### src/design/rv_pkg.sv
package rv_pkg;

    localparam int XLEN       = 64;
    localparam int ILEN       = 32;
    localparam int REG_ADDR_W = 5;

    localparam logic [XLEN-1:0] RAM_BASE = 64'h0000_0000_8000_0000;
    localparam logic [ILEN-1:0] NOP_INSN = 32'h0000_0013;  // addi x0, x0, 0
    localparam logic [XLEN-1:0] PC_STEP  = 64'd4;

    // Major opcodes
    localparam logic [6:0] OP_LUI    = 7'b0110111;
    localparam logic [6:0] OP_AUIPC  = 7'b0010111;
    localparam logic [6:0] OP_JAL    = 7'b1101111;
    localparam logic [6:0] OP_JALR   = 7'b1100111;
    localparam logic [6:0] OP_BRANCH = 7'b1100011;
    localparam logic [6:0] OP_LOAD   = 7'b0000011;
    localparam logic [6:0] OP_STORE  = 7'b0100011;
    localparam logic [6:0] OP_IMM    = 7'b0010011;
    localparam logic [6:0] OP_REG    = 7'b0110011;

    // Arithmetic funct3
    localparam logic [2:0] F3_ADD  = 3'b000;
    localparam logic [2:0] F3_SLL  = 3'b001;
    localparam logic [2:0] F3_SLT  = 3'b010;
    localparam logic [2:0] F3_SLTU = 3'b011;
    localparam logic [2:0] F3_XOR  = 3'b100;
    localparam logic [2:0] F3_SR   = 3'b101;  // SRL or SRA by funct7
    localparam logic [2:0] F3_OR   = 3'b110;
    localparam logic [2:0] F3_AND  = 3'b111;

    // Branch funct3
    localparam logic [2:0] F3_BEQ  = 3'b000;
    localparam logic [2:0] F3_BNE  = 3'b001;
    localparam logic [2:0] F3_BLT  = 3'b100;
    localparam logic [2:0] F3_BGE  = 3'b101;
    localparam logic [2:0] F3_BLTU = 3'b110;
    localparam logic [2:0] F3_BGEU = 3'b111;

    localparam logic [2:0] F3_W    = 3'b010;  // Word size for LW and SW

    typedef enum logic [3:0] {
        ALU_ADD, ALU_SUB, ALU_XOR, ALU_OR, ALU_AND,
        ALU_SLL, ALU_SRL, ALU_SRA, ALU_SLT, ALU_SLTU,
        ALU_PASS  // Forwards pc plus immediate, used by AUIPC
    } alu_op_t;

    typedef enum logic [2:0] {
        CL_ALU, CL_BRANCH, CL_JAL, CL_JALR, CL_LOAD, CL_STORE, CL_NONE
    } insn_class_t;

endpackage
### src/design/rv_fetch.sv
`timescale 1ns/1ps

module rv_fetch (
    input  logic                    clk,
    input  logic                    reset,
    input  logic [rv_pkg::ILEN-1:0] instruction_i,
    input  logic                    redirect_i,
    input  logic [rv_pkg::XLEN-1:0] target_i,
    input  logic                    replay_i,
    output logic [rv_pkg::XLEN-1:0] pc_o,
    output logic [rv_pkg::ILEN-1:0] ir_o,
    output logic                    valid_o
);

    logic bubble;  // Flushes the word fetched behind a redirect or replay

    assign valid_o = !bubble;

    always_ff @(posedge clk or negedge reset) begin
        if (!reset) begin
            pc_o   <= rv_pkg::RAM_BASE;
            ir_o   <= rv_pkg::NOP_INSN;
            bubble <= 1'b0;
        end else begin
            ir_o <= instruction_i;  // Word at pc_o, every cycle
            if (redirect_i) begin
                pc_o   <= target_i;
                bubble <= 1'b1;
            end else if (replay_i) begin
                // Back to the instruction now executing
                pc_o   <= pc_o - rv_pkg::PC_STEP;
                bubble <= 1'b1;
            end else begin
                pc_o   <= pc_o + rv_pkg::PC_STEP;
                bubble <= 1'b0;
            end
        end
    end

endmodule

### config.mk
export PLATFORM = sky130hd
export DESIGN_NAME = rv_fetch
export DESIGN_NICKNAME = d
export VERILOG_FILES = /design/src/design/rv_pkg.sv /design/src/design/rv_fetch.sv
export SDC_FILE = /design/constraint.sdc
export NUM_CORES = 1
export LEC_CHECK = 0
export ABC_CLOCK_PERIOD_IN_PS = 5550
export BUFFER_PORTS_ARGS = -buffer_cell sky130_fd_sc_hd__buf_4
export CORE_AREA = 2 2 134 136
export CTS_CLUSTER_DIAMETER = 150
export DETAILED_ROUTE_END_ITERATION = 16
export DIE_AREA = 0 0 136 138
export GPL_ROUTABILITY_DRIVEN = 0
export MAX_ROUTING_LAYER = met4
export SYNTH_ARGS = -nofsm -noshare
export SYNTH_HDL_FRONTEND = slang
export SYNTH_SLANG_ARGS = --single-unit
### constraint.sdc
create_clock -name clk -period 5.55 [get_ports clk]
set_input_delay 0.2775 -clock clk [delete_from_list [all_inputs] [get_ports clk]]
set_output_delay 0.2775 -clock clk [all_outputs]
set_load 0.005 [all_outputs]
Word-level counts from Yosys, hierarchy flattened. Index checks and enable logic that the tools add are counted.

Reduce and logical (&&, ||, !) cells: 1. Multiplexer cells: 4. Add/sub/neg operators: 2.

Operators by type and width (count): two-way mux 64 bit (2); adder 64 x 3 -> 64 bit (second input constant) (1); subtractor 64 x 3 -> 64 bit (second input constant) (1); two-way mux 1 bit (2); logical NOT 1 bit (1).

Bits in registers: 97. Bits of input ports: 100. Output and inout bits: 97. Word-level logic and storage cells: 10.

Depth between registers and ports, before layout.
Depth after elaboration: 3. Mapped depth: 12. Mapped depth without buffers: 11.

Worst setup path before layout. OpenSTA, ideal clock, no wires.

Path type: register to register. From: register pc_o[17] (netlist bit). To: register pc_o[62] (netlist bit). Slack: 2.633 ns. Required time: 5.426 ns. Period minus slack after synthesis: 2.917 ns. Buffers on the path: 0. Arrival time: 2.793 ns. Cell stages (with the launch flop): 12. Setup time: 0.124 ns. Cells stage by stage: dfrtp_1 -> ha_1 -> a21oi_2 -> o21ai_1 -> a211o_1 -> a2111o_1 -> a21oi_2 -> nor4_1 -> a41oi_2 -> o31ai_2 -> o311a_1 -> a211o_1.

Word-level cells in the longest chain between the ends: 3. Elaborated cells on any way between the ends: 4. Classes of those cells: 2 x add/sub; 2 x mux.

Ends and longest elaborated chain: from (decl) (RTL line rv_fetch.sv:10) `output logic [rv_pkg::XLEN-1:0] pc_o,`; from (signal assigned) (RTL line rv_fetch.sv:21) `pc_o <= rv_pkg::RAM_BASE;`; from (signal assigned) (RTL line rv_fetch.sv:27) `pc_o <= target_i;`; from (signal assigned) (RTL line rv_fetch.sv:31) `pc_o <= pc_o - rv_pkg::PC_STEP;`; adder 64 x 3 -> 64 bit or subtractor 64 x 3 -> 64 bit (tied branches) (RTL line rv_fetch.sv:34, rv_fetch.sv:31); two-way mux 64 bit (*) (RTL line rv_fetch.sv:29) `end else if (replay_i) begin`; two-way mux 64 bit (*) (RTL line rv_fetch.sv:26) `if (redirect_i) begin`.

Every way passes the cells marked *; elsewhere a longest branch is shown, timed or not.

Final worst setup path.
From: input port replay_i. To: register pc_o[62] (netlist bit).

Word-level cells in the longest chain between the ends: 2.

Ends and longest elaborated chain: from (decl) (RTL line rv_fetch.sv:9) `input logic replay_i,`; two-way mux 64 bit (RTL line rv_fetch.sv:29); two-way mux 64 bit (RTL line rv_fetch.sv:26); to (signal assigned) (RTL line rv_fetch.sv:27); to (signal assigned) (RTL line rv_fetch.sv:31); to (signal assigned) (RTL line rv_fetch.sv:34) `pc_o <= pc_o + rv_pkg::PC_STEP;`.

Every way passes these cells.

==> impl_metrics.toml <==
[placed_design]
dp_hpwl_um = 14800
dpl_cell_area_mm2 = 0.00841
placed_cells = 1168
pre_cts_ws_ns = 1.68
portBuffers = 196

[cts]
clock-sinks = 97
insertion_delay_ns = 0.36
max-clock-path-buffers = 2
holdBufCountCts = 1
cts_tree = "done"
clk_pin_slew_ns = 0.08
cts_setup_buffers = 0
numCtsBuffers = 9
htree_levels = 3
cts.repair.resized = 0
root_buffer = "clkbuf_16"

[die]
start_util = 0.387
ioPinCount = 197
dieArea_mm2 = 0.0188
core_mm2 = 0.0175
die_h_um = 138
fp-row-count = 49
dieWidth_um = 136

[detailed_routing]
first_iter_violations = 329
wl_per_cell_um = 16.4
ant_nets = 0
routed-via-count = 6326
avgViaCountPerCell = 5.34
drt_pre_antenna_iters = 5
routed_wirelength_um = 19400
drc = 0

[synth]
synth.net_count = 938
synthTopCellsByArea = "dfrtp_1, ha_1, o21ai_0, nand2_1, a21oi_1"
yosys.area.top_type = "dfrtp_1"
synth_warnings = 0
ys_seq_elements = 97
yosysMostFrequentCell = "nand2_1"
yosysUniqueCellTypes = 58
synth-edff-count = 0
yosys-top-cells-count = "nand2_1, dfrtp_1, o21ai_0"
synth_ff_type = "dfrtp_1"
synth_top_area_frac = 0.343
synth_area_mm2 = 0.00679
syn_area_per_cell_um2 = 8.73
ys_async_sr_fraction = 1.00
synthCells = 777
synth_seq_area_share = 0.358

[global_routing]
antenna_found_initial = 0
grt_pass1_vias = 6451
grt_max_degree = 75
grt_use_total = 0.214
grt_pass1_wl_um = 31400
grt_remaining_overflow = 0

[cells_and_area]
syn2layout_area_growth_pct = 28.5
fillCellCount = 1786
seqCellArea_mm2 = 0.00243
n_antenna_cell = 0
drive_above_1_share = 0.253
multi_input_comb_area_mm2 = 0.00415
layout.nets = 1112
fin_cells = 1185
design_area_mm2 = 0.00872

[min_path]
min-delay-start = "instruction_i[13]"
hold_path.class = "input port to flop"

[sta]
tightest_slew_ns = 0.849
layout_setup_ws_ns = 2.06
hold_viol = 0
finalClockSkew_ns = 0.00941
period_needed_ns = 3.49
setup_tns_ns = 0
relSlewSlack = 0.434
fmax_mhz = 286
drv_slew = 0
fin_crit_sh = 0.629
rsz0062_at_grt = "no"
setup_viol = 0

[critical_path]
cp.required_ns = 5.80
startpoint_type = "input port"
crit_slowest_cell = "buf_4"
worstSetupPathType = "input port to flop"
cp.arrival_ns = 3.74
r2r-start = "pc_o[2]"
crit_top_cell = "a211o_1"
crit_family = "compound AO/OA/AOI/OAI gates"
cp-end-kind = "flop"
crit_path_start = "replay_i"
path_cells = "buf_4 > ha_1 > a21oi_1 > o21ai_1 > a211o_1 > a2111o_1 > a21oi_2 > nor4_1 > a41oi_2 > o31ai_2 > o311a_1 > a211o_1"
crit_path_max_fanout = 63
path_buf_inv = 1
max_stage_delay_ns = 0.61

[power_and_ir_drop]
max-vdd-ir-drop_uv = 191
p_leak_nw = 4.20
pwr_density_cell_mw_per_mm2 = 517

[run_status]
outcome = "completed"

[run]
drv_cap = 0
[state kept, by name, summed over array words and instances (netlist names)]
| signal | cells |
|---|---|
| ir_o | 32 |
| pc_o | 64 |
| bubble | 1 |
[metrics by stage]
stage	total power, mW	hold WS, ns	utilization
floorplan	2.95	-0.0181	-
global placement	3.87	0.304	0.480
detailed placement	3.87	0.302	0.480
CTS	4.53	0.0135	0.497
global route	4.90	0.00709	0.497
finish	4.51	0.0202	0.497
[logic make-up after synthesis]
| kind of cell | Yosys count | share of synthesized area |
|---|---|---|
| AO/OA/AOI/OAI | 273 | 0.259 |
| AND/OR/NAND/NOR | 233 | 0.159 |
| flip-flops | 97 | 0.358 |
| adder cells (fa/ha/maj) | 61 | 0.114 |
| XOR/XNOR | 53 | 0.0684 |
| buffers and inverters | 53 | 0.0308 |
| multiplexers | 7 | 0.0114 |
[per-layer routing]
metal	global-route usage	wire length, um	up-vias
li1	-	-	3179
met2	0.334	8870	199
met1	0.285	9060	2925
met5	-	0	-
met3	0.0455	1190	23
met4	0.0510	263	0
[final timing paths]
path	slack [ns]	cells past startpoint	to
worst max-delay path	2.06	12	pc_o[62]
worst min-delay path	0.02	1	ir_o[13]
worst max register to register	2.21	11	pc_o[56]
worst min register to register	0.52	1	pc_o[1]
max in group asynchronous	3.97	3	pc_o[63]
min in group asynchronous	0.43	2	ir_o[9]
[cell type report]
cell class	instances	share of cell area
inverters	17	0.00732
well taps	229	0.0329
repair buffers	199	0.172
multi-input cells	627	0.475
clock inverters	6	0.00660
clock buffers	10	0.0274
flip-flops and latches	97	0.279
[power breakdown]
part / leakage [nW] / switching, mW / internal [mW]
Clock: 0.147 / 0.311 / 0.327
Combinational: 2.91 / 1.53 / 1.26
Sequential: 1.14 / 0.157 / 0.926
[placed cells by master (no fill, tap or decap), drive strengths merged, types with 3 or more instances in the layout]
cell type / netlist / final
o21ai: 83 / 83
a21oi: 77 / 77
a21o: 38 / 38
and2: 4 / 4
nand2: 103 / 103
o41ai: 3 / 3
or3: 6 / 6
xnor2: 30 / 30
ha: 60 / 60
and4: 3 / 3
nand3: 13 / 13
and3: 8 / 8
clkbuf: 28 / 10
dfstp: 4 / 4
o211ai: 6 / 6
nor2: 42 / 42
inv: 17 / 20
a211o: 5 / 5
nand2b: 7 / 7
a211oi: 8 / 8
nor3: 12 / 12
nor2b: 6 / 6
nand4: 21 / 21
or4: 4 / 4
a31oi: 3 / 3
or2: 3 / 3
o31ai: 7 / 7
xor2: 23 / 23
o21a: 8 / 8
clkinv: 0 / 3
buf: 8 / 198
o21bai: 12 / 12
dfrtp: 93 / 93
a21boi: 3 / 3
mux2: 6 / 6
Note: power is estimated with default switching activity, not from simulation.
