`src/design/rv_pkg.sv`:
```
package rv_pkg;

    localparam int XLEN       = 64;
    localparam int ILEN       = 32;
    localparam int REG_ADDR_W = 5;

    localparam logic [XLEN-1:0] RAM_BASE = 64'h0000_0000_8000_0000;
    localparam logic [ILEN-1:0] NOP_INSN = 32'h0000_0013;  // addi x0, x0, 0
    localparam logic [XLEN-1:0] PC_STEP  = 64'd4;

    // Major opcodes
    localparam logic [6:0] OP_LUI    = 7'b0110111;
    localparam logic [6:0] OP_AUIPC  = 7'b0010111;
    localparam logic [6:0] OP_JAL    = 7'b1101111;
    localparam logic [6:0] OP_JALR   = 7'b1100111;
    localparam logic [6:0] OP_BRANCH = 7'b1100011;
    localparam logic [6:0] OP_LOAD   = 7'b0000011;
    localparam logic [6:0] OP_STORE  = 7'b0100011;
    localparam logic [6:0] OP_IMM    = 7'b0010011;
    localparam logic [6:0] OP_REG    = 7'b0110011;

    // Arithmetic funct3
    localparam logic [2:0] F3_ADD  = 3'b000;
    localparam logic [2:0] F3_SLL  = 3'b001;
    localparam logic [2:0] F3_SLT  = 3'b010;
    localparam logic [2:0] F3_SLTU = 3'b011;
    localparam logic [2:0] F3_XOR  = 3'b100;
    localparam logic [2:0] F3_SR   = 3'b101;  // SRL or SRA by funct7
    localparam logic [2:0] F3_OR   = 3'b110;
    localparam logic [2:0] F3_AND  = 3'b111;

    // Branch funct3
    localparam logic [2:0] F3_BEQ  = 3'b000;
    localparam logic [2:0] F3_BNE  = 3'b001;
    localparam logic [2:0] F3_BLT  = 3'b100;
    localparam logic [2:0] F3_BGE  = 3'b101;
    localparam logic [2:0] F3_BLTU = 3'b110;
    localparam logic [2:0] F3_BGEU = 3'b111;

    localparam logic [2:0] F3_W    = 3'b010;  // Word size for LW and SW

    typedef enum logic [3:0] {
        ALU_ADD, ALU_SUB, ALU_XOR, ALU_OR, ALU_AND,
        ALU_SLL, ALU_SRL, ALU_SRA, ALU_SLT, ALU_SLTU,
        ALU_PASS  // Forwards pc plus immediate, used by AUIPC
    } alu_op_t;

    typedef enum logic [2:0] {
        CL_ALU, CL_BRANCH, CL_JAL, CL_JALR, CL_LOAD, CL_STORE, CL_NONE
    } insn_class_t;

endpackage
```
`src/design/rv_decode_if.sv`:
```
`timescale 1ns/1ps

interface rv_decode_if;

    logic                             valid;    // Low in a bubble cycle
    rv_pkg::insn_class_t              cls;
    rv_pkg::alu_op_t                  alu_op;
    logic                             use_imm;  // Operand b is imm instead of rs2
    logic [2:0]                       funct3;
    logic [rv_pkg::REG_ADDR_W-1:0]    rd;
    logic [rv_pkg::REG_ADDR_W-1:0]    rs1;
    logic [rv_pkg::REG_ADDR_W-1:0]    rs2;
    logic [rv_pkg::XLEN-1:0]          imm;

    modport producer (
        output valid, cls, alu_op, use_imm, funct3, rd, rs1, rs2, imm
    );

    modport consumer (
        input  valid, cls, alu_op, use_imm, funct3, rd, rs1, rs2, imm
    );

endinterface

```
`src/design/rv_lsu.sv`:
```
`timescale 1ns/1ps

module rv_lsu (
    input  logic                    clk,
    input  logic                    reset,
    rv_decode_if.consumer           dec,
    input  logic [rv_pkg::XLEN-1:0] rs1_data_i,
    input  logic [rv_pkg::XLEN-1:0] rs2_data_i,
    input  logic [rv_pkg::XLEN-1:0] bus_rdata_i,
    output logic                    replay_o,
    output logic                    load_we_o,
    output logic [rv_pkg::XLEN-1:0] load_data_o,
    output logic [rv_pkg::XLEN-1:0] bus_addr_o,
    output logic [rv_pkg::XLEN-1:0] bus_wdata_o,
    output logic                    bus_we_o,
    output logic                    bus_re_o
);

    logic                    step;  // Set between issue and capture of a load
    logic                    is_load;
    logic                    is_store;
    logic [rv_pkg::XLEN-1:0] addr;

    assign addr     = rs1_data_i + dec.imm;
    assign is_load  = dec.valid && (dec.cls == rv_pkg::CL_LOAD);
    assign is_store = dec.valid && (dec.cls == rv_pkg::CL_STORE);

    // First pass issues and replays, second pass writes back
    assign replay_o    = is_load && !step;
    assign load_we_o   = is_load && step;
    assign load_data_o = {{(rv_pkg::XLEN-32){bus_rdata_i[31]}}, bus_rdata_i[31:0]};

    always_ff @(posedge clk or negedge reset) begin
        if (!reset) begin
            step       <= 1'b0;
            bus_re_o   <= 1'b0;
            bus_we_o   <= 1'b0;
            bus_addr_o <= rv_pkg::RAM_BASE;
        end else begin
            bus_we_o <= is_store;  // One cycle strobe
            if (replay_o) begin
                step       <= 1'b1;
                bus_re_o   <= 1'b1;
                bus_addr_o <= addr;
            end else if (load_we_o) begin
                step       <= 1'b0;
                bus_re_o   <= 1'b0;
                bus_addr_o <= rv_pkg::RAM_BASE;
            end else if (!step) begin
                bus_addr_o <= is_store ? addr : rv_pkg::RAM_BASE;
            end
            // Read stays up through the bubble until the refetched LW
        end
    end

    always_ff @(posedge clk) begin
        if (is_store) begin
            bus_wdata_o <= {{(rv_pkg::XLEN-32){1'b0}}, rs2_data_i[31:0]};
        end
    end

endmodule

```
`src/flat_wrapper.sv`:
```
// flat-port wrapper written by rule: the top's interface ports become plain ports
module rv_lsu_flat 
  (clk, reset, rs1_data_i, rs2_data_i, bus_rdata_i, replay_o, load_we_o, load_data_o, bus_addr_o, bus_wdata_o, bus_we_o, bus_re_o, dec_valid, dec_cls, dec_alu_op, dec_use_imm, dec_funct3, dec_rd, dec_rs1, dec_rs2, dec_imm);
  rv_decode_if dec_i ();
  input  logic clk;
  input  logic reset;
  input  logic [rv_pkg::XLEN-1:0] rs1_data_i;
  input  logic [rv_pkg::XLEN-1:0] rs2_data_i;
  input  logic [rv_pkg::XLEN-1:0] bus_rdata_i;
  output logic replay_o;
  output logic load_we_o;
  output logic [rv_pkg::XLEN-1:0] load_data_o;
  output logic [rv_pkg::XLEN-1:0] bus_addr_o;
  output logic [rv_pkg::XLEN-1:0] bus_wdata_o;
  output logic bus_we_o;
  output logic bus_re_o;
  input wire logic [$bits(dec_i.valid)-1:0] dec_valid;
  input wire logic [$bits(dec_i.cls)-1:0] dec_cls;
  input wire logic [$bits(dec_i.alu_op)-1:0] dec_alu_op;
  input wire logic [$bits(dec_i.use_imm)-1:0] dec_use_imm;
  input wire logic [$bits(dec_i.funct3)-1:0] dec_funct3;
  input wire logic [$bits(dec_i.rd)-1:0] dec_rd;
  input wire logic [$bits(dec_i.rs1)-1:0] dec_rs1;
  input wire logic [$bits(dec_i.rs2)-1:0] dec_rs2;
  input wire logic [$bits(dec_i.imm)-1:0] dec_imm;
  assign dec_i.valid = dec_valid;
  assign dec_i.cls = dec_cls;
  assign dec_i.alu_op = dec_alu_op;
  assign dec_i.use_imm = dec_use_imm;
  assign dec_i.funct3 = dec_funct3;
  assign dec_i.rd = dec_rd;
  assign dec_i.rs1 = dec_rs1;
  assign dec_i.rs2 = dec_rs2;
  assign dec_i.imm = dec_imm;
  rv_lsu u_core (.clk(clk), .reset(reset), .dec(dec_i), .rs1_data_i(rs1_data_i), .rs2_data_i(rs2_data_i), .bus_rdata_i(bus_rdata_i), .replay_o(replay_o), .load_we_o(load_we_o), .load_data_o(load_data_o), .bus_addr_o(bus_addr_o), .bus_wdata_o(bus_wdata_o), .bus_we_o(bus_we_o), .bus_re_o(bus_re_o));
endmodule
```
`config.mk`:
```
export PLATFORM = sky130hd
export DESIGN_NAME = rv_lsu_flat
export DESIGN_NICKNAME = d
export VERILOG_FILES = /design/src/design/rv_pkg.sv /design/src/design/rv_decode_if.sv /design/src/design/rv_lsu.sv /design/src/flat_wrapper.sv
export SDC_FILE = /design/constraint.sdc
export NUM_CORES = 1
export LEC_CHECK = 0
export ABC_AREA = 1
export BUFFER_PORTS_ARGS = -buffer_cell sky130_fd_sc_hd__buf_4
export CAP_MARGIN = 25
export CORE_AREA = 2 2 186 188
export DETAILED_ROUTE_END_ITERATION = 8
export DIE_AREA = 0 0 188 190
export GPL_TIMING_DRIVEN = 0
export RECOVER_POWER = 50
export SLEW_MARGIN = 0
export SYNTH_ARGS = -nofsm -noshare
export SYNTH_HDL_FRONTEND = slang
export SYNTH_SLANG_ARGS = --single-unit
export TNS_END_PERCENT = 100
```
`constraint.sdc`:
```
create_clock -name clk -period 1.6 [get_ports clk]
set_clock_uncertainty 0.05 [all_clocks]
set_input_delay 0 -clock clk [delete_from_list [all_inputs] [get_ports clk]]
set_output_delay 0 -clock clk [all_outputs]
set_load 0.03 [all_outputs]
```
* Yosys cells after proc, flatten, opt, wreduce, memory -nomap -nowiden
Index checks and enable logic that the tools add are counted.
** Word-level totals
- Flip-flop bits (word level) :: 98
- Input bits :: 285
- Output and inout port bits :: 196
- Logic and storage cells :: 20
** Operators by class
- $add $sub $neg :: 1
- Equal/unequal tests :: 3
- Multiplexer cells :: 6
- Reduce and logical (&&, ||, !) cells :: 6
** Operator list (number)
- $mux 64 :: 4
- $add 64x64->64 :: 1
- $eq 3x3->1 const B :: 2
- $logic_and 1x1->1 :: 4
- $ne 3x3->1 const B :: 1
- $mux 1 :: 2
- $reduce_bool 2->1 :: 1
- $logic_not 1->1 :: 1

* Longest topological paths before layout
- Depth after elaboration :: 6
- Depth in mapped cells :: 16
- Depth with buffers taken out :: 16

* Worst setup path after synthesis
No wires, ideal clock.
- Kind :: input-to-reg
- From :: input port dec_cls[1]
- To :: register u_core.bus_wdata_o[0] in the netlist's numbering, enable pin
- Arrival :: 1593 ps
- Data required time :: 1128 ps
- Path slack :: -465 ps
- Stages on the path :: 2
- Cells stage by stage :: nand3b_1 > nor2_1
** On the way
- Cells in the longest elaborated chain, start to end :: 2
** Ends and longest elaborated chain
- from (decl) :: RTL line flat_wrapper.sv:18 : input wire logic [$bits(dec_i.cls)-1:0] dec_cls;
- $eq 3x3->1 :: RTL line rv_lsu.sv:26 : assign is_store = dec.valid && (dec.cls == rv_pkg::CL_STORE);
- $logic_and 1x1->1 :: RTL line rv_lsu.sv:26
- named net u_core.is_store :: RTL line rv_lsu.sv:21 : logic is_store;
- to (signal assigned) :: RTL line rv_lsu.sv:58 : bus_wdata_o <= {{(rv_pkg::XLEN-32){1'b0}}, rs2_data_i[31:0]};
- to (decl) :: RTL line rv_lsu.sv:14 : output logic [rv_pkg::XLEN-1:0] bus_wdata_o,
The timed path passes the listed nets, and every way through them passes these cells.
A chain may end at the register's enable or synchronous reset.

* Worst setup path in the final report
- From :: input port dec_imm[0]
- To :: register u_core.bus_addr_o[62] in the netlist's numbering
** On the way
- Cells in the longest elaborated chain, start to end :: 5
** Ends and longest elaborated chain
- from (decl) :: RTL line flat_wrapper.sv:25 : input wire logic [$bits(dec_i.imm)-1:0] dec_imm;
- $add 64x64->64 (*) :: RTL line rv_lsu.sv:24 : assign addr = rs1_data_i + dec.imm;
- $mux 64 :: RTL line rv_lsu.sv:50 : bus_addr_o <= is_store ? addr : rv_pkg::RAM_BASE;
- $mux 64 :: RTL line rv_lsu.sv:49 : end else if (!step) begin
- $mux 64 :: RTL line rv_lsu.sv:45 : end else if (load_we_o) begin
- $mux 64 (*) :: RTL line rv_lsu.sv:41 : if (replay_o) begin
- to (signal assigned) :: RTL line rv_lsu.sv:44 : bus_addr_o <= addr;
- to (signal assigned) :: RTL line rv_lsu.sv:48 : bus_addr_o <= rv_pkg::RAM_BASE;
- to (signal assigned) :: RTL line rv_lsu.sv:50
- to (decl) :: RTL line rv_lsu.sv:13 : output logic [rv_pkg::XLEN-1:0] bus_addr_o,
Every way passes the cells marked *; elsewhere a longest branch is shown, timed or not. The select of a mux whose other input is x is not followed.

==> reports/metrics.cfg <==
[clock_tree]
htreeDepth=3
cts-root-buf=clkbuf_16
cts_buffers=9
clk_pin_slew_ns=0.08
clkLatencyLatePin_ns=0.36
numClockSinks=98
cts_tree=built
cts_buffer_depth=2

[global_routing]
grtUsageTotal_pct=20.9
grt_pass1_wl_um=57500
grt_max_degree=67
grt_pass1_vias=10456
grt_overflow_total=0
antenna_found_initial=1

[sta]
relSlewSlack_pct=31.6
hold_slack_ns=-0.00961
max_freq_mhz=662
period_share_pct=94.4
layout_min_cycle_time_ns=1.51
final_max_slew_viol_count=0
tightest_slew_ns=1.03
finalHoldViolCount=1
finalSetupViolCount=0

[setup_path]
cp_slowest_stage_delay_ns=0.40
start_kind=input pin
critPathRequiredTime_ns=1.80
worstPathArrival_ns=1.71
critPathMaxFanout=4
slowest_stage=fa_2
cpMostUsedCell=nand2_1
worstSetupStartpoint=dec_imm[0]
path_buf_inv=3
endpoint_kind=register
path_cells=buf_4 > ha_4 > inv_1 > fa_2 > inv_2 > nand2_1 > nand3_4 > nand2_1 > nand2_2 > nand2_1 > nand2_2 > nand2_1 > nand2_1 > nand2_1 > nand3_2 > nand2_1
worst_path_dominant_cell_family=simple AND/OR/NAND/NOR gates
worst-setup-path-type=in -> reg
timing.rr.start=u_core.bus_re_o

[floorplanning]
placementRows=68
initial_utilization_pct=29.3
io_pins=481
die_y_um=190
die_w_um=188
core_mm2=0.0339
die-area_mm2=0.0357

[power_and_ir_drop]
total_power_w=0.00940
peakVddDrop_mv=0.409
p_leak_nw=7.83
power_density_mw_per_mm2=675

[finish]
insertedDiodeCount=0
final_cell_mix=nand2_1, inv_1, buf_4
area_growth_pct=39.9
nets=2441
fillCellCount=3742
final_common_cell=nand2_1
fin_util_pct=41.0
drive_gt1_share_pct=23.8

[logic_synthesis]
synth-seq-cells=98
synth.distinct_cells=37
syn_avg_cell_area_um2=5.93
synth_async_sr_flop_share_pct=67.3
synth_edf_count=32
ys.flop_type=dfrtp_1
syn_area_mm2=0.00995
synth_seq_area_share_pct=26.3
yosys_warnings=0
synth_cells=1677

[hold_path]
hold_path_class=in -> reg
hp-start=rs1_data_i[11]

[routing]
antenna_left=0
via_count=11089
drt-wirelength-per-cell_um=15.0
viasPerCell=4.35
first_pass_iters=5
drt_iter0_drc=575
route.detailed.drc=0
wl_um=38200

[run_status]
violations=hold timing
status=complete, but fails checks

[placement]
place_hpwl_um=32100
place_congestion=0.895
port_buffers=329

[flow_run]
cap_violations=0

## metal layers
layer  GRT usage, %  up-vias  wire length, um
met5              0        -                0
li1               -     5744                -
met1           27.0     4915            17000
met4           5.48        0              805
met3           3.36       43             2700
met2           36.1      387            17700
## cell usage after synthesis (all sizes together), types with 9 or more instances
master,count,area [um2]
nor3,13,75.1
o21ai,38,190
nand3,68,385
clkbuf,9,53.8
inv,340,1280
ha,63,788
edfxtp,32,961
buf,99,734
nor2,133,527
dfrtp,65,1630
a21oi,58,290
nand4,9,56.3
nand2,723,2750
## through the flow
stage	setup WS, ns	cell area (um2)	setup TNS (ns)	cells
3_5_place_dp	-0.540	13100	-19.63	2492
4_1_cts	0.00485	13900	0	2549
2_1_floorplan	0.0571	10100	0	1708
3_3_place_gp	-0.528	13100	-29.99	2492
6_report	0.0895	13900	0	2552
5_1_grt	-0.0128	13900	-0.0353	2552
## path summary, 6_finish.rpt
kind / end / slack (ns) / cells after the start
min: u_core.bus_addr_o[11] / -0.01 / 4
max in group asynchronous: u_core.bus_addr_o[45] / 0.51 / 2
max reg2reg: u_core.bus_addr_o[29] / 0.14 / 6
max: u_core.bus_addr_o[62] / 0.09 / 16
min reg2reg: u_core.bus_addr_o[47] / 0.43 / 2
min in group asynchronous: u_core.bus_addr_o[18] / 0.32 / 2
## where the power goes
group	total (W)	switching [W]	internal [W]
registers	0.00287	0.000100	0.00277
clock network	0.00219	0.00111	0.00109
logic	0.00433	0.00283	0.00150
total	0.00940	0.00404	0.00536
## final cells by class
cell class	instances	area, um2	area share (%)
Buffer	108	801	5.75
Sequential cell	98	2610	18.8
Clock buffer	9	225	1.62
Tap cell	455	569	4.09
Multi-Input combinational cell	1162	6020	43.2
Inverter	340	1280	9.19
Clock inverter	7	60.1	0.431
Timing Repair Buffer	373	2350	16.9
## worst reg2reg max path, cell delays in order (launching register included)
cell and delay [ns]:
dfrtp_1 0.45, nor2_4 0.18, inv_1 0.08, clkbuf_2 0.25, a21oi_1 0.21, o21ai_2 0.11
nand2_1 0.07
## kinds of logic (layout without fill, tap and decap cells)
family	Yosys count	count (layout)	synth area share (%)
compound gates	107	107	5.81
fa+ha+maj	64	64	8.12
other cells	1	32	0.0377
simple gates	958	958	38.9
xor+xnor	1	1	0.0880
buf+inv	448	837	20.7
flops	98	98	26.3
## flip-flops by register name, summed over array words and instances, names as in the netlist
name and count:
u_core.bus_wdata_o 32, u_core.bus_re_o 1, u_core.bus_addr_o 64, u_core.bus_we_o 1
## repair_timing
item / CTS / global route
hold buffers: 37 / 0
endpoints found under the setup margin: 59 / 48
pin swaps: 2 / 7
endpoints found under the hold margin: 99 / 0
gates resized for setup: 29 / 154
buffers inserted: 4 / 3
Power figures use the tool's default switching activity.
