[config.mk]
export PLATFORM = sky130hd
export DESIGN_NAME = rv_decode_flat
export DESIGN_NICKNAME = d
export VERILOG_FILES = /design/src/design/rv_pkg.sv /design/src/design/rv_decode_if.sv /design/src/design/rv_decode.sv /design/src/flat_wrapper.sv
export SDC_FILE = /design/constraint.sdc
export NUM_CORES = 1
export LEC_CHECK = 0
export ABC_AREA = 0
export BUFFER_PORTS_ARGS = -buffer_cell sky130_fd_sc_hd__buf_2
export CAP_MARGIN = 20
export CORE_AREA = 2 2 58 60
export DETAILED_ROUTE_END_ITERATION = 6
export DIE_AREA = 0 0 60 62
export GPL_TIMING_DRIVEN = 1
export PLACE_DENSITY = 0.94
export SYNTH_ARGS = -nofsm -noshare
export SYNTH_HDL_FRONTEND = slang
export SYNTH_SLANG_ARGS = --single-unit
[constraint.sdc]
create_clock -name vclk -period 1.9
set_clock_uncertainty 0.05 [all_clocks]
set_input_delay 0.19 -clock vclk [all_inputs]
set_output_delay 0.19 -clock vclk [all_outputs]
set_load 0.02 [all_outputs]
[src/design/rv_pkg.sv]
package rv_pkg;

    localparam int XLEN       = 64;
    localparam int ILEN       = 32;
    localparam int REG_ADDR_W = 5;

    localparam logic [XLEN-1:0] RAM_BASE = 64'h0000_0000_8000_0000;
    localparam logic [ILEN-1:0] NOP_INSN = 32'h0000_0013;  // addi x0, x0, 0
    localparam logic [XLEN-1:0] PC_STEP  = 64'd4;

    // Major opcodes
    localparam logic [6:0] OP_LUI    = 7'b0110111;
    localparam logic [6:0] OP_AUIPC  = 7'b0010111;
    localparam logic [6:0] OP_JAL    = 7'b1101111;
    localparam logic [6:0] OP_JALR   = 7'b1100111;
    localparam logic [6:0] OP_BRANCH = 7'b1100011;
    localparam logic [6:0] OP_LOAD   = 7'b0000011;
    localparam logic [6:0] OP_STORE  = 7'b0100011;
    localparam logic [6:0] OP_IMM    = 7'b0010011;
    localparam logic [6:0] OP_REG    = 7'b0110011;

    // Arithmetic funct3
    localparam logic [2:0] F3_ADD  = 3'b000;
    localparam logic [2:0] F3_SLL  = 3'b001;
    localparam logic [2:0] F3_SLT  = 3'b010;
    localparam logic [2:0] F3_SLTU = 3'b011;
    localparam logic [2:0] F3_XOR  = 3'b100;
    localparam logic [2:0] F3_SR   = 3'b101;  // SRL or SRA by funct7
    localparam logic [2:0] F3_OR   = 3'b110;
    localparam logic [2:0] F3_AND  = 3'b111;

    // Branch funct3
    localparam logic [2:0] F3_BEQ  = 3'b000;
    localparam logic [2:0] F3_BNE  = 3'b001;
    localparam logic [2:0] F3_BLT  = 3'b100;
    localparam logic [2:0] F3_BGE  = 3'b101;
    localparam logic [2:0] F3_BLTU = 3'b110;
    localparam logic [2:0] F3_BGEU = 3'b111;

    localparam logic [2:0] F3_W    = 3'b010;  // Word size for LW and SW

    typedef enum logic [3:0] {
        ALU_ADD, ALU_SUB, ALU_XOR, ALU_OR, ALU_AND,
        ALU_SLL, ALU_SRL, ALU_SRA, ALU_SLT, ALU_SLTU,
        ALU_PASS  // Forwards pc plus immediate, used by AUIPC
    } alu_op_t;

    typedef enum logic [2:0] {
        CL_ALU, CL_BRANCH, CL_JAL, CL_JALR, CL_LOAD, CL_STORE, CL_NONE
    } insn_class_t;

endpackage
[src/design/rv_decode_if.sv]
`timescale 1ns/1ps

interface rv_decode_if;

    logic                             valid;    // Low in a bubble cycle
    rv_pkg::insn_class_t              cls;
    rv_pkg::alu_op_t                  alu_op;
    logic                             use_imm;  // Operand b is imm instead of rs2
    logic [2:0]                       funct3;
    logic [rv_pkg::REG_ADDR_W-1:0]    rd;
    logic [rv_pkg::REG_ADDR_W-1:0]    rs1;
    logic [rv_pkg::REG_ADDR_W-1:0]    rs2;
    logic [rv_pkg::XLEN-1:0]          imm;

    modport producer (
        output valid, cls, alu_op, use_imm, funct3, rd, rs1, rs2, imm
    );

    modport consumer (
        input  valid, cls, alu_op, use_imm, funct3, rd, rs1, rs2, imm
    );

endinterface

[src/design/rv_decode.sv]
`timescale 1ns/1ps

module rv_decode (
    input  logic [rv_pkg::ILEN-1:0] ir_i,
    input  logic                    valid_i,
    rv_decode_if.producer           dec
);

    logic [6:0]              opcode;
    logic [2:0]              funct3;
    logic                    alt;  // funct7 bit 5, picks SUB and SRA
    logic [rv_pkg::XLEN-1:0] imm_u;
    logic [rv_pkg::XLEN-1:0] imm_i;
    logic [rv_pkg::XLEN-1:0] imm_s;
    logic [rv_pkg::XLEN-1:0] imm_j;
    logic [rv_pkg::XLEN-1:0] imm_b;
    rv_pkg::alu_op_t         arith_op;

    assign opcode = ir_i[6:0];
    assign funct3 = ir_i[14:12];
    assign alt    = ir_i[30];

    assign imm_u = {{32{ir_i[31]}}, ir_i[31:12], 12'b0};
    assign imm_i = {{52{ir_i[31]}}, ir_i[31:20]};
    assign imm_s = {{52{ir_i[31]}}, ir_i[31:25], ir_i[11:7]};
    assign imm_j = {{44{ir_i[31]}}, ir_i[19:12], ir_i[20], ir_i[30:21], 1'b0};
    assign imm_b = {{52{ir_i[31]}}, ir_i[7], ir_i[30:25], ir_i[11:8], 1'b0};

    // Shared by OP_IMM and OP_REG
    always_comb begin
        case (funct3)
            rv_pkg::F3_ADD:  arith_op = (alt && opcode == rv_pkg::OP_REG) ?
                                        rv_pkg::ALU_SUB : rv_pkg::ALU_ADD;
            rv_pkg::F3_SLL:  arith_op = rv_pkg::ALU_SLL;
            rv_pkg::F3_SLT:  arith_op = rv_pkg::ALU_SLT;
            rv_pkg::F3_SLTU: arith_op = rv_pkg::ALU_SLTU;
            rv_pkg::F3_XOR:  arith_op = rv_pkg::ALU_XOR;
            rv_pkg::F3_SR:   arith_op = alt ? rv_pkg::ALU_SRA : rv_pkg::ALU_SRL;
            rv_pkg::F3_OR:   arith_op = rv_pkg::ALU_OR;
            default:         arith_op = rv_pkg::ALU_AND;
        endcase
    end

    always_comb begin
        dec.valid   = valid_i;
        dec.cls     = rv_pkg::CL_NONE;  // Unknown encodings do nothing
        dec.alu_op  = arith_op;
        dec.use_imm = 1'b1;
        dec.funct3  = funct3;
        dec.rd      = ir_i[11:7];
        dec.rs1     = ir_i[19:15];
        dec.rs2     = ir_i[24:20];
        dec.imm     = imm_i;
        case (opcode)
            rv_pkg::OP_LUI: begin
                dec.cls    = rv_pkg::CL_ALU;
                dec.alu_op = rv_pkg::ALU_ADD;  // x0 plus upper immediate
                dec.rs1    = '0;
                dec.imm    = imm_u;
            end
            rv_pkg::OP_AUIPC: begin
                dec.cls    = rv_pkg::CL_ALU;
                dec.alu_op = rv_pkg::ALU_PASS;
                dec.imm    = imm_u;
            end
            rv_pkg::OP_JAL: begin
                dec.cls = rv_pkg::CL_JAL;
                dec.imm = imm_j;
            end
            rv_pkg::OP_JALR: begin
                if (funct3 == rv_pkg::F3_ADD) dec.cls = rv_pkg::CL_JALR;
            end
            rv_pkg::OP_BRANCH: begin
                // funct3 010 and 011 are not branches
                if (funct3[2:1] != 2'b01) dec.cls = rv_pkg::CL_BRANCH;
                dec.use_imm = 1'b0;  // Compare against rs2
                dec.imm     = imm_b;
            end
            rv_pkg::OP_LOAD: begin
                if (funct3 == rv_pkg::F3_W) dec.cls = rv_pkg::CL_LOAD;
            end
            rv_pkg::OP_STORE: begin
                if (funct3 == rv_pkg::F3_W) dec.cls = rv_pkg::CL_STORE;
                dec.imm = imm_s;
            end
            rv_pkg::OP_IMM: dec.cls = rv_pkg::CL_ALU;
            rv_pkg::OP_REG: begin
                dec.cls     = rv_pkg::CL_ALU;
                dec.use_imm = 1'b0;
            end
            default: ;
        endcase
    end

endmodule

[src/flat_wrapper.sv]
// flat-port wrapper written by rule: the top's interface ports become plain ports
module rv_decode_flat 
  (ir_i, valid_i, dec_valid, dec_cls, dec_alu_op, dec_use_imm, dec_funct3, dec_rd, dec_rs1, dec_rs2, dec_imm);
  rv_decode_if dec_i ();
  input  logic [rv_pkg::ILEN-1:0] ir_i;
  input  logic valid_i;
  output wire logic [$bits(dec_i.valid)-1:0] dec_valid;
  output wire logic [$bits(dec_i.cls)-1:0] dec_cls;
  output wire logic [$bits(dec_i.alu_op)-1:0] dec_alu_op;
  output wire logic [$bits(dec_i.use_imm)-1:0] dec_use_imm;
  output wire logic [$bits(dec_i.funct3)-1:0] dec_funct3;
  output wire logic [$bits(dec_i.rd)-1:0] dec_rd;
  output wire logic [$bits(dec_i.rs1)-1:0] dec_rs1;
  output wire logic [$bits(dec_i.rs2)-1:0] dec_rs2;
  output wire logic [$bits(dec_i.imm)-1:0] dec_imm;
  assign dec_valid = dec_i.valid;
  assign dec_cls = dec_i.cls;
  assign dec_alu_op = dec_i.alu_op;
  assign dec_use_imm = dec_i.use_imm;
  assign dec_funct3 = dec_i.funct3;
  assign dec_rd = dec_i.rd;
  assign dec_rs1 = dec_i.rs1;
  assign dec_rs2 = dec_i.rs2;
  assign dec_imm = dec_i.imm;
  rv_decode u_core (.ir_i(ir_i), .valid_i(valid_i), .dec(dec_i));
endmodule
Word-level counts from Yosys, hierarchy flattened
Cells that the tools add are included.
- muxes and demuxes: 12
- reduce and logical (&&, ||, !) cells: 5
- equality and inequality tests: 16
- operator list (kind ; number):
    case mux 31 bit (4 select lines) ; 1
    case mux 4 bit (7 select lines) ; 1
    == test 7 x 6 -> 1 bit (second input constant) ; 3
    == test 7 bit (second input constant) ; 3
    case mux 3 bit (6 select lines) ; 1
    == test 7 x 5 -> 1 bit (second input constant) ; 2
    == test 3 bit (second input constant) ; 3
    case mux 4 bit (2 select lines) ; 1
    == test 7 x 2 -> 1 bit (second input constant) ; 1
    == test 3 x 2 -> 1 bit (second input constant) ; 2
    two-way mux 3 bit ; 2
    two-way mux 5 bit ; 1
    two-way mux 2 bit ; 2
    OR reduction 2 bit ; 2
    OR reduction 4 bit ; 1
    == test 3 x 1 -> 1 bit (second input constant) ; 1
    logical NOT 3 bit ; 1
    two-way mux 1 bit ; 3
    inequality test 2 x 1 -> 1 bit (second input constant) ; 1
    logical AND 1 bit ; 1
- register bits after elaboration: 0
- output and inout port bits: 91
- word-level logic and storage cells: 33
- input port bits: 33

Longest topological paths before layout
Gate-level depths: netlist of the first run.
- depth after elaboration: 5
- depth in mapped cells: 5

Worst setup path after synthesis of the first run
No wires, ideal clock.
- kind: input port to output port
- start point: input ir_i[3] (netlist bit)
- end point: output dec_alu_op[1]
- arrival time: 1.563 ns
- buffers on the path: 2
- setup slack: 0.097 ns
- stages: 5
- data required time: 1.660 ns
- cells stage by stage: clkbuf_2 or3b_4 nor2_4 buf_2 mux2i_1
- cells in the longest elaborated chain, start to end: 2
- elaborated cells between the ends (all ways): 3
- those cells by class: eq/ne: 2; mux: 1
- ends and longest elaborated chain (item ; line ; source):
    start, declared ; flat_wrapper.sv:5 ; input logic [rv_pkg::ILEN-1:0] ir_i;
    == test 7 x 5 -> 1 bit / == test 7 x 6 -> 1 bit (equally long branches) ; rv_decode.sv:54 ; case (opcode)
    case mux 4 bit (2 select lines) * ; rv_decode.sv:54 ;
    end, declared ; flat_wrapper.sv:9 ; output wire logic [$bits(dec_i.alu_op)-1:0] dec_alu_op;
Every way passes the cells marked *; elsewhere a longest branch is shown, timed or not.

Worst setup path after layout of the first run
- start point: input ir_i[4] (netlist bit)
- end point: output dec_imm[19]
- cells in the longest elaborated chain, start to end: 3
- elaborated cells between the ends (all ways): 7
- those cells by class: eq/ne: 5; mux: 1; reduce/logical: 1
- ends and longest elaborated chain (item ; line ; source):
    == test 7 x 6 -> 1 bit / == test 7 x 5 -> 1 bit (equally long branches) ; rv_decode.sv:54 ;
    OR reduction 2 bit (no source line) ; - ;
    case mux 31 bit (4 select lines) * ; rv_decode.sv:54 ;
    end, declared ; flat_wrapper.sv:15 ; output wire logic [$bits(dec_i.imm)-1:0] dec_imm;
Marks and branches as above.

==> results.yml, run 1 <==
outcome:
  outcome: "finished clean"
sta:
  final_max_slew_viol_count: 0
  worstMarginPinSlew_ns: 0.323
  tns_ns: 0
  fin_crit_sh_pct: 95.3
  hold_viol: 0
  max_freq_mhz: 552
  finalWorstSetupSlack_ns: 0.0886
  rsz0062_at_grt: "no"
  relSlewSlack_pct: 78.4
  fin_crit_ns: 1.81
  finalSetupViolations: 0
final_layout:
  drive_gt1_share_pct: 67.7
  clock_buffers: 0
  nets: 252
  fill_cells: 344
  design.seq.count: 0
  ff_latch_area_um2: 0
  finalCoreUtilization_pct: 43.8
  syn_to_final_growth_pct: 35.9
  post-route-cell-area_mm2: 0.00139
  antennaDiodeCount: 0
global_routing:
  grt_max_degree: 26
  antenna_found_initial: 0
  grt_pass1_vias: 860
  grtUsageTotal_pct: 13.5
  overflow: 0
  grt_first_pass_wirelength_um: 3990
floorplan:
  die_h_um: 62
  die_w_um: 60
  ioPinCount: 124
  num_rows: 21
  start_util_pct: 32.2
  dieArea_mm2: 0.00372
  core-area_mm2: 0.00318
synth:
  syn-cell-area_mm2: 0.00102
  syn_nets: 171
  synth_cell_types: 39
  synth_cells: 138
  ys_warn_count: 0
  syn_avg_cell_area_um2: 7.43
  synth_seq_area_share_pct: 0
clock_tree:
  hold_buffers: 0
  ctsResizeCount: 0
  post-cts-setup-buffers: 0
job:
  drv_cap: 0
critical_path:
  critPathCaptureType: "primary output"
  worstPathArrival_ns: 1.57
  worstSetupStartpointType: "input port"
  worstPathMaxFanout: 9
  crit_required_ns: 1.66
  critPathKind: "input port to primary output"
power:
  peakVddDrop_mv: 0.116
  p_leak_nw: 0.822
  switching_share_pct: 62.3
  p_comb_share_pct: 100.0
  power_density_mw_per_mm2: 285
  power.total_w: 0.000397
  clockPowerShare_pct: 0
  p_switching_w: 0.000247
  pwr-share-seq_pct: 0
  intPower_w: 0.000150
route:
  drtAntennaViolNets: 0
  finalWirelength_um: 3090
  first_iter_violations: 36
  via_per_inst: 4.59
  drc_errors: 0
  first_pass_iters: 4
  route.vias.total: 1207
  wl_per_cell_um: 11.8
placement:
  dp_hpwl_um: 2540
  portBuffers: 122
  place_ws_ns: 0.0463
  dpl_cell_area_mm2: 0.00139
  routabilityCongestion: 0.923
hold_path:
  min_to: "dec_valid"
  whs_path_depth: 0
  hold_class: "input port to primary output"
  hold_start: "valid_i"
-- synth_stat cells, types with 2 or more instances --
cell type | n | share of area, %
nor2_1 | 2 | 0.73
o21ai_0 | 3 | 1.5
a21oi_1 | 3 | 1.5
and3b_1 | 2 | 1.7
a21boi_0 | 6 | 4.4
nand2b_1 | 2 | 1.2
nor2b_1 | 6 | 3.7
buf_4 | 47 | 34
nor4bb_1 | 2 | 2.0
mux2i_1 | 2 | 2.0
a21o_1 | 11 | 8.1
mux2_2 | 8 | 8.8
nand3_1 | 3 | 1.5
inv_1 | 3 | 1.1
nand4b_1 | 3 | 2.6
o32ai_1 | 2 | 1.7
clkbuf_1 | 3 | 1.1
buf_2 | 2 | 0.98
a22o_1 | 4 | 3.4
nand2_1 | 5 | 1.8
-- cell families after synthesis --
family	after synthesis	share of synthesized area, %
buf+inv	57	38.5
compound gates	36	27.1
simple gates	34	22.8
mux	10	10.7
xor+xnor	1	0.855
-- layer usage --
metal / global-route usage (%) / vias up / routed length, µm
met5: 0 / - / 0
li1: - / 605 / -
met2: 25.2 / 86 / 1410
met3: 0.621 / 2 / 327
met4: 0.952 / 0 / 6
met1: 18.0 / 514 / 1350
-- final cells by class --
type	instances	area, µm²	share of cell area, %
timing repair buffer	133	693	49.8
inverter	3	11.3	0.809
multi-input combinational	81	631	45.3
tap	46	57.6	4.13
-- worst max-delay path by stage --
stage	start	endpoint	slack [ns]	depth (start not counted)
3_5_place_dp	ir_i[6]	dec_imm[19]	0.05	5
6_report	ir_i[4]	dec_imm[19]	0.09	6
3_3_place_gp	ir_i[6]	dec_imm[12]	0.07	5
5_1_grt	ir_i[4]	dec_imm[16]	0.01	6
2_1_floorplan	ir_i[3]	dec_alu_op[1]	0.1	5
4_1_cts	ir_i[6]	dec_imm[19]	0.04	5
-- worst max-delay path: stages --
cell and delay, ns:
buf_2 0.11, buf_4 0.15, nand4b_1 0.24, a21oi_4 0.35
mux2_2 0.37, buf_2 0.16
-- layout by cell type, fill, tap and decap left out, types with 2 or more instances in the layout --
master	Yosys	routed
nand2_1	5	5
inv_1	3	3
mux2i_1	2	2
o21ai_0	3	3
mux2_2	8	8
buf_2	2	122
a21oi_1	3	3
nor2b_1	6	6
nor2_1	2	2
nor4bb_1	2	2
nand3_1	3	3
a22o_1	4	4
nand2b_1	2	2
nand4b_1	3	3
buf_4	47	11
a21boi_0	6	6
and3b_1	2	2
a21o_1	11	11
o32ai_1	2	2
-- power by group through the flow --
stage	Clock, W	Combinational [W]	Sequential, W
final	0	0.000397	0
after global routing	0	0.000428	0
after CTS	0	0.000400	0
after detailed placement	0	0.000398	0
after global placement	0	0.000394	0
after floorplan	0	0.000302	0
-- metrics by stage --
stage / cells / hold slack, ns
2_1_floorplan: 138 / 0.443
5_1_grt: 263 / 0.330
3_3_place_gp: 262 / 0.330
4_1_cts: 262 / 0.330
3_5_place_dp: 262 / 0.330
6_report: 263 / 0.330
(Power assumes the default switching activity.)
==> run 2, diff against run 1 <==
--- a/config.mk
+++ b/config.mk
@@ -5,14 +5,16 @@
 export SDC_FILE = /design/constraint.sdc
 export NUM_CORES = 1
 export LEC_CHECK = 0
-export ABC_AREA = 0
+export ABC_AREA = 1
 export BUFFER_PORTS_ARGS = -buffer_cell sky130_fd_sc_hd__buf_2
 export CAP_MARGIN = 20
-export CORE_AREA = 2 2 58 60
+export CELL_PAD_IN_SITES_DETAIL_PLACEMENT = 2
+export CELL_PAD_IN_SITES_GLOBAL_PLACEMENT = 2
+export CORE_AREA = 2 2 93 95
 export DETAILED_ROUTE_END_ITERATION = 6
-export DIE_AREA = 0 0 60 62
+export DIE_AREA = 0 0 95 97
 export GPL_TIMING_DRIVEN = 1
-export PLACE_DENSITY = 0.94
+export PLACE_DENSITY = 0.95
 export SYNTH_ARGS = -nofsm -noshare
 export SYNTH_HDL_FRONTEND = slang
 export SYNTH_SLANG_ARGS = --single-unit
==> results.yml, run 2 <==
outcome:
  outcome: "finished clean"
synth:
  syn-cell-area_mm2: 0.00120
  syn_nets: 272
  netlist_top_cells_count: "nand2_1 (57), buf_4 (47), nor2_1 (37)"
  ys_warn_count: 0
  syn_avg_cell_area_um2: 5.03
  yosysMostFrequentCell: "nand2_1"
  synth_cells: 239
  synth_seq_area_share_pct: 0
  synth_cell_types: 20
  yosysTopAreaCell: "buf_4"
  synth_top_area_share_pct: 29.3
  yosys-top-cells-area: "buf_4 (29%), nand2_1 (18%), nand3_1 (12%)"
critical_path:
  slowest_stage: "nor3_2"
  critPathCaptureType: "primary output"
  critPathKind: "input port to primary output"
  worstPathCellList: "buf_2, inv_1, nor3_2, nand2_2, buf_4, o21ai_0, buf_2"
  worstSetupStartpointType: "input port"
  crit_buf_inv: 4
  crit_required_ns: 1.66
  cp_common_cell: "buf_2"
  crit_path_max_incr_delay_ns: 0.30
  critPathTopFamily: "buffers and inverters"
  worstPathMaxFanout: 10
  worstPathArrival_ns: 1.52
  critPathLaunch: "ir_i[2]"
route:
  via_per_inst: 4.05
  first_pass_iters: 4
  drc_errors: 0
  finalWirelength_um: 5690
  route.vias.total: 1699
  wl_per_cell_um: 13.5
  drtAntennaViolNets: 0
  first_iter_violations: 30
sta:
  final_max_slew_viol_count: 0
  tns_ns: 0
  fin_crit_sh_pct: 92.4
  hold_viol: 0
  whs_ns: 0.330
  max_freq_mhz: 570
  worstMarginPinSlew_ns: 0.478
  finalSetupViolations: 0
  fin_crit_ns: 1.76
  relSlewSlack_pct: 67.9
  finalWorstSetupSlack_ns: 0.144
  rsz0062_at_grt: "no"
global_routing:
  overflow: 0
  grtUsageTotal_pct: 11.7
  grt_pass1_vias: 1758
  grt_max_degree: 31
  grt_first_pass_wirelength_um: 8960
  antenna_found_initial: 0
power:
  p_leak_nw: 1.01
  power_density_mw_per_mm2: 257
  peakVddDrop_mv: 0.0656
placement:
  routabilityCongestion: 0.865
  portBuffers: 122
  place_ws_ns: 0.0181
  placed_cells: 420
  dp_hpwl_um: 4880
  dpl_cell_area_mm2: 0.00161
final_layout:
  ff_latch_area_um2: 0
  antennaDiodeCount: 0
  layoutNonFillerInstCount: 420
  design.seq.count: 0
  nets: 350
  clock_buffers: 0
  syn_to_final_growth_pct: 35.2
  drive_gt1_share_pct: 44.8
  final_cell_mix: "buf_2 (122), nand2_1 (55), nor2_1 (37)"
  post-route-cell-area_mm2: 0.00163
  mostFrequentLayoutCell: "buf_2"
floorplan:
  dieArea_mm2: 0.00922
  die_w_um: 95
  start_util_pct: 14.8
  ioPinCount: 124
  core-area_mm2: 0.00813
  num_rows: 33
  die_h_um: 97
hold_path:
  hold_start: "valid_i"
  hold_class: "input port to primary output"
job:
  drv_cap: 0
clock_tree:
  hold_buffers: 0
## run 2: cell types whose count changed after synthesis, sizes merged, moves of 4 or more
cell	change
nand2	+55
nor2	+38
inv	+31
nand3	+25
a21o	-11
o21ai	+10
mux2	-8
a21boi	-6
nor2b	-6
a22o	-4
nor3	+4
## run 2: what timing repair did
action,CTS,global route
endpoints found under the hold margin,0,0
endpoints found under the setup margin,0,20
setup buffers,0,0
resized for setup,0,4
## run 2: final cells by class
cell class	count	area [µm²]
fillers	1051	6510
well taps	105	131
inverters	34	128
repair buffers	128	656
multi-input cells	153	711
## run 2: metal layers
layer | share of wire, % | vias to the layer above | track usage [%]
met4 | 0 | 0 | 0.669
met1 | 41 | 795 | 14.7
li1 | - | 845 | -
met2 | 53 | 59 | 22.1
met5 | 0 | - | 0
met3 | 6.0 | 0 | 0.935
## run 2: cell families (layout without fill, tap and decap cells)
logic type / after synthesis / after routing / synth area share (%)
buf+inv: 86 / 162 / 42.5
simple gates: 137 / 137 / 50.7
compound gates: 16 / 16 / 6.87
## run 2: worst paths after layout
| check | end | cells past startpoint | slack [ns] |
|---|---|---|---|
| worst max-delay path | dec_imm[26] | 7 | 0.14 |
| worst min-delay path | dec_valid | 0 | 0.33 |
## run 2: power by group
| part | total (W) | switching [W] | internal, W |
|---|---|---|---|
| Combinational | 0.000417 | 0.000289 | 0.000128 |
| Clock | 0 | 0 | 0 |
| Sequential | 0 | 0 | 0 |
| Total | 0.000417 | 0.000289 | 0.000128 |
## run 2: metrics by stage
stage / power [W] / util [%]
global placement: 0.000406 / 19.8
floorplan: 0.000303 / -
CTS: 0.000422 / 19.8
detailed placement: 0.000421 / 19.8
global route: 0.000456 / 20.0
finish: 0.000417 / 20.0
==> run 3, diff against run 2 <==
--- a/config.mk
+++ b/config.mk
@@ -10,11 +10,13 @@
 export CAP_MARGIN = 20
 export CELL_PAD_IN_SITES_DETAIL_PLACEMENT = 2
 export CELL_PAD_IN_SITES_GLOBAL_PLACEMENT = 2
-export CORE_AREA = 2 2 93 95
+export CORE_AREA = 2 2 67 132
 export DETAILED_ROUTE_END_ITERATION = 6
-export DIE_AREA = 0 0 95 97
+export DIE_AREA = 0 0 69 134
+export GPL_ROUTABILITY_DRIVEN = 0
 export GPL_TIMING_DRIVEN = 1
 export PLACE_DENSITY = 0.95
 export SYNTH_ARGS = -nofsm -noshare
 export SYNTH_HDL_FRONTEND = slang
 export SYNTH_SLANG_ARGS = --single-unit
+export TNS_END_PERCENT = 1
==> results.yml, run 3 (synthesis results as in run 2) <==
critical_path:
  worstSetupStartpointType: "input port"
  worstPathCellList: "buf_2, inv_1, nor2_1, nand2_1, nor2_4, nand2_1, nand2_1, nor2_1, nand2_1, buf_2"
  slowest_stage: "nor2_4"
  critPathCaptureType: "primary output"
  critPathKind: "input port to primary output"
  crit_required_ns: 1.66
  critPathTopFamily: "simple AND/OR/NAND/NOR gates"
  crit_path_max_incr_delay_ns: 0.35
  cp_common_cell: "nand2_1"
  worstPathMaxFanout: 15
  worstPathArrival_ns: 1.52
  crit_buf_inv: 3
final_layout:
  final_cell_mix: "buf_2 (122), nand2_1 (55), nor2_1 (37)"
  ff_latch_area_um2: 0
  multi_input_area_um2: 711
  fill_cells: 1095
  antennaDiodeCount: 0
  syn_to_final_growth_pct: 33.8
  drive_gt1_share_pct: 44.6
  clock_buffers: 0
  nets: 349
  design.seq.count: 0
  mostFrequentLayoutCell: "buf_2"
sta:
  fin_crit_ns: 1.76
  worstMarginPinSlew_ns: 0.497
  finalSetupViolations: 0
  max_freq_mhz: 567
  hold_viol: 0
  final_max_slew_viol_count: 0
  fin_crit_sh_pct: 92.8
  relSlewSlack_pct: 66.6
  tns_ns: 0
global_routing:
  grt_pass1_vias: 1834
  grtUsageTotal_pct: 11.8
  grt_max_degree: 33
  antenna_found_initial: 0
  grt_first_pass_wirelength_um: 9160
  overflow: 0
floorplan:
  dieArea_mm2: 0.00925
  ioPinCount: 124
  num_rows: 47
  die_w_um: 69
  core-area_mm2: 0.00823
  die_h_um: 134
  start_util_pct: 14.6
power:
  peakVddDrop_mv: 0.0626
  power.total_w: 0.000416
  p_leak_nw: 1.01
  power_density_mw_per_mm2: 259
clock_tree:
  hold_buffers: 0
route:
  route.vias.total: 1728
  wl_per_cell_um: 14.1
  drc_errors: 0
  drtAntennaViolNets: 0
  first_pass_iters: 3
  via_per_inst: 4.19
  finalWirelength_um: 5830
  first_iter_violations: 30
placement:
  portBuffers: 122
  dp_hpwl_um: 5110
hold_path:
  hold_class: "input port to primary output"
job:
  drv_cap: 0
outcome:
  outcome: "finished clean"
-- run 3: metal layers --
metal | vias up | GRT usage [%] | routed length [µm]
met3 | 0 | 0.826 | 290
met2 | 66 | 26.2 | 3510
met5 | - | 0 | 0
met1 | 821 | 12.1 | 2030
met4 | 0 | 0.109 | 0
li1 | 841 | - | -
-- run 3: what timing repair did --
| item | CTS | global route |
|---|---|---|
| endpoints found under the setup margin | 0 | 9 |
| buffers inserted | 0 | 0 |
| gates resized for setup | 0 | 4 |
| hold endpoints to repair | 0 | 0 |
-- run 3: cell type report --
class	count	share of cell area (%)
multi-input cells	153	44.2
repair buffers	127	40.3
well taps	98	7.62
inverters	34	7.93
-- run 3: metrics by stage --
stage | utilization (%) | worst slack [ns] | instances | hold WS [ns] | area (µm²)
finish | 19.5 | 0.137 | 412 | 0.330 | 1610
global route | 19.5 | -0.0122 | 412 | 0.330 | 1610
CTS | 19.3 | 0.0880 | 412 | 0.330 | 1590
detailed placement | 19.3 | 0.0888 | 412 | 0.330 | 1590
global placement | 19.3 | 0.144 | 412 | 0.330 | 1590
floorplan | - | 0.370 | 239 | 0.443 | 1200
-- run 3: power by group --
part           total [W]  switching [W]  internal, W
logic           0.000416       0.000288     0.000128
registers              0              0            0
clock network          0              0            0
-- run 3: path summary, 6_finish.rpt --
path	to	startpoint	slack, ns	cells past startpoint
max	dec_imm[14]	ir_i[4]	0.14	10
min	dec_valid	valid_i	0.33	0
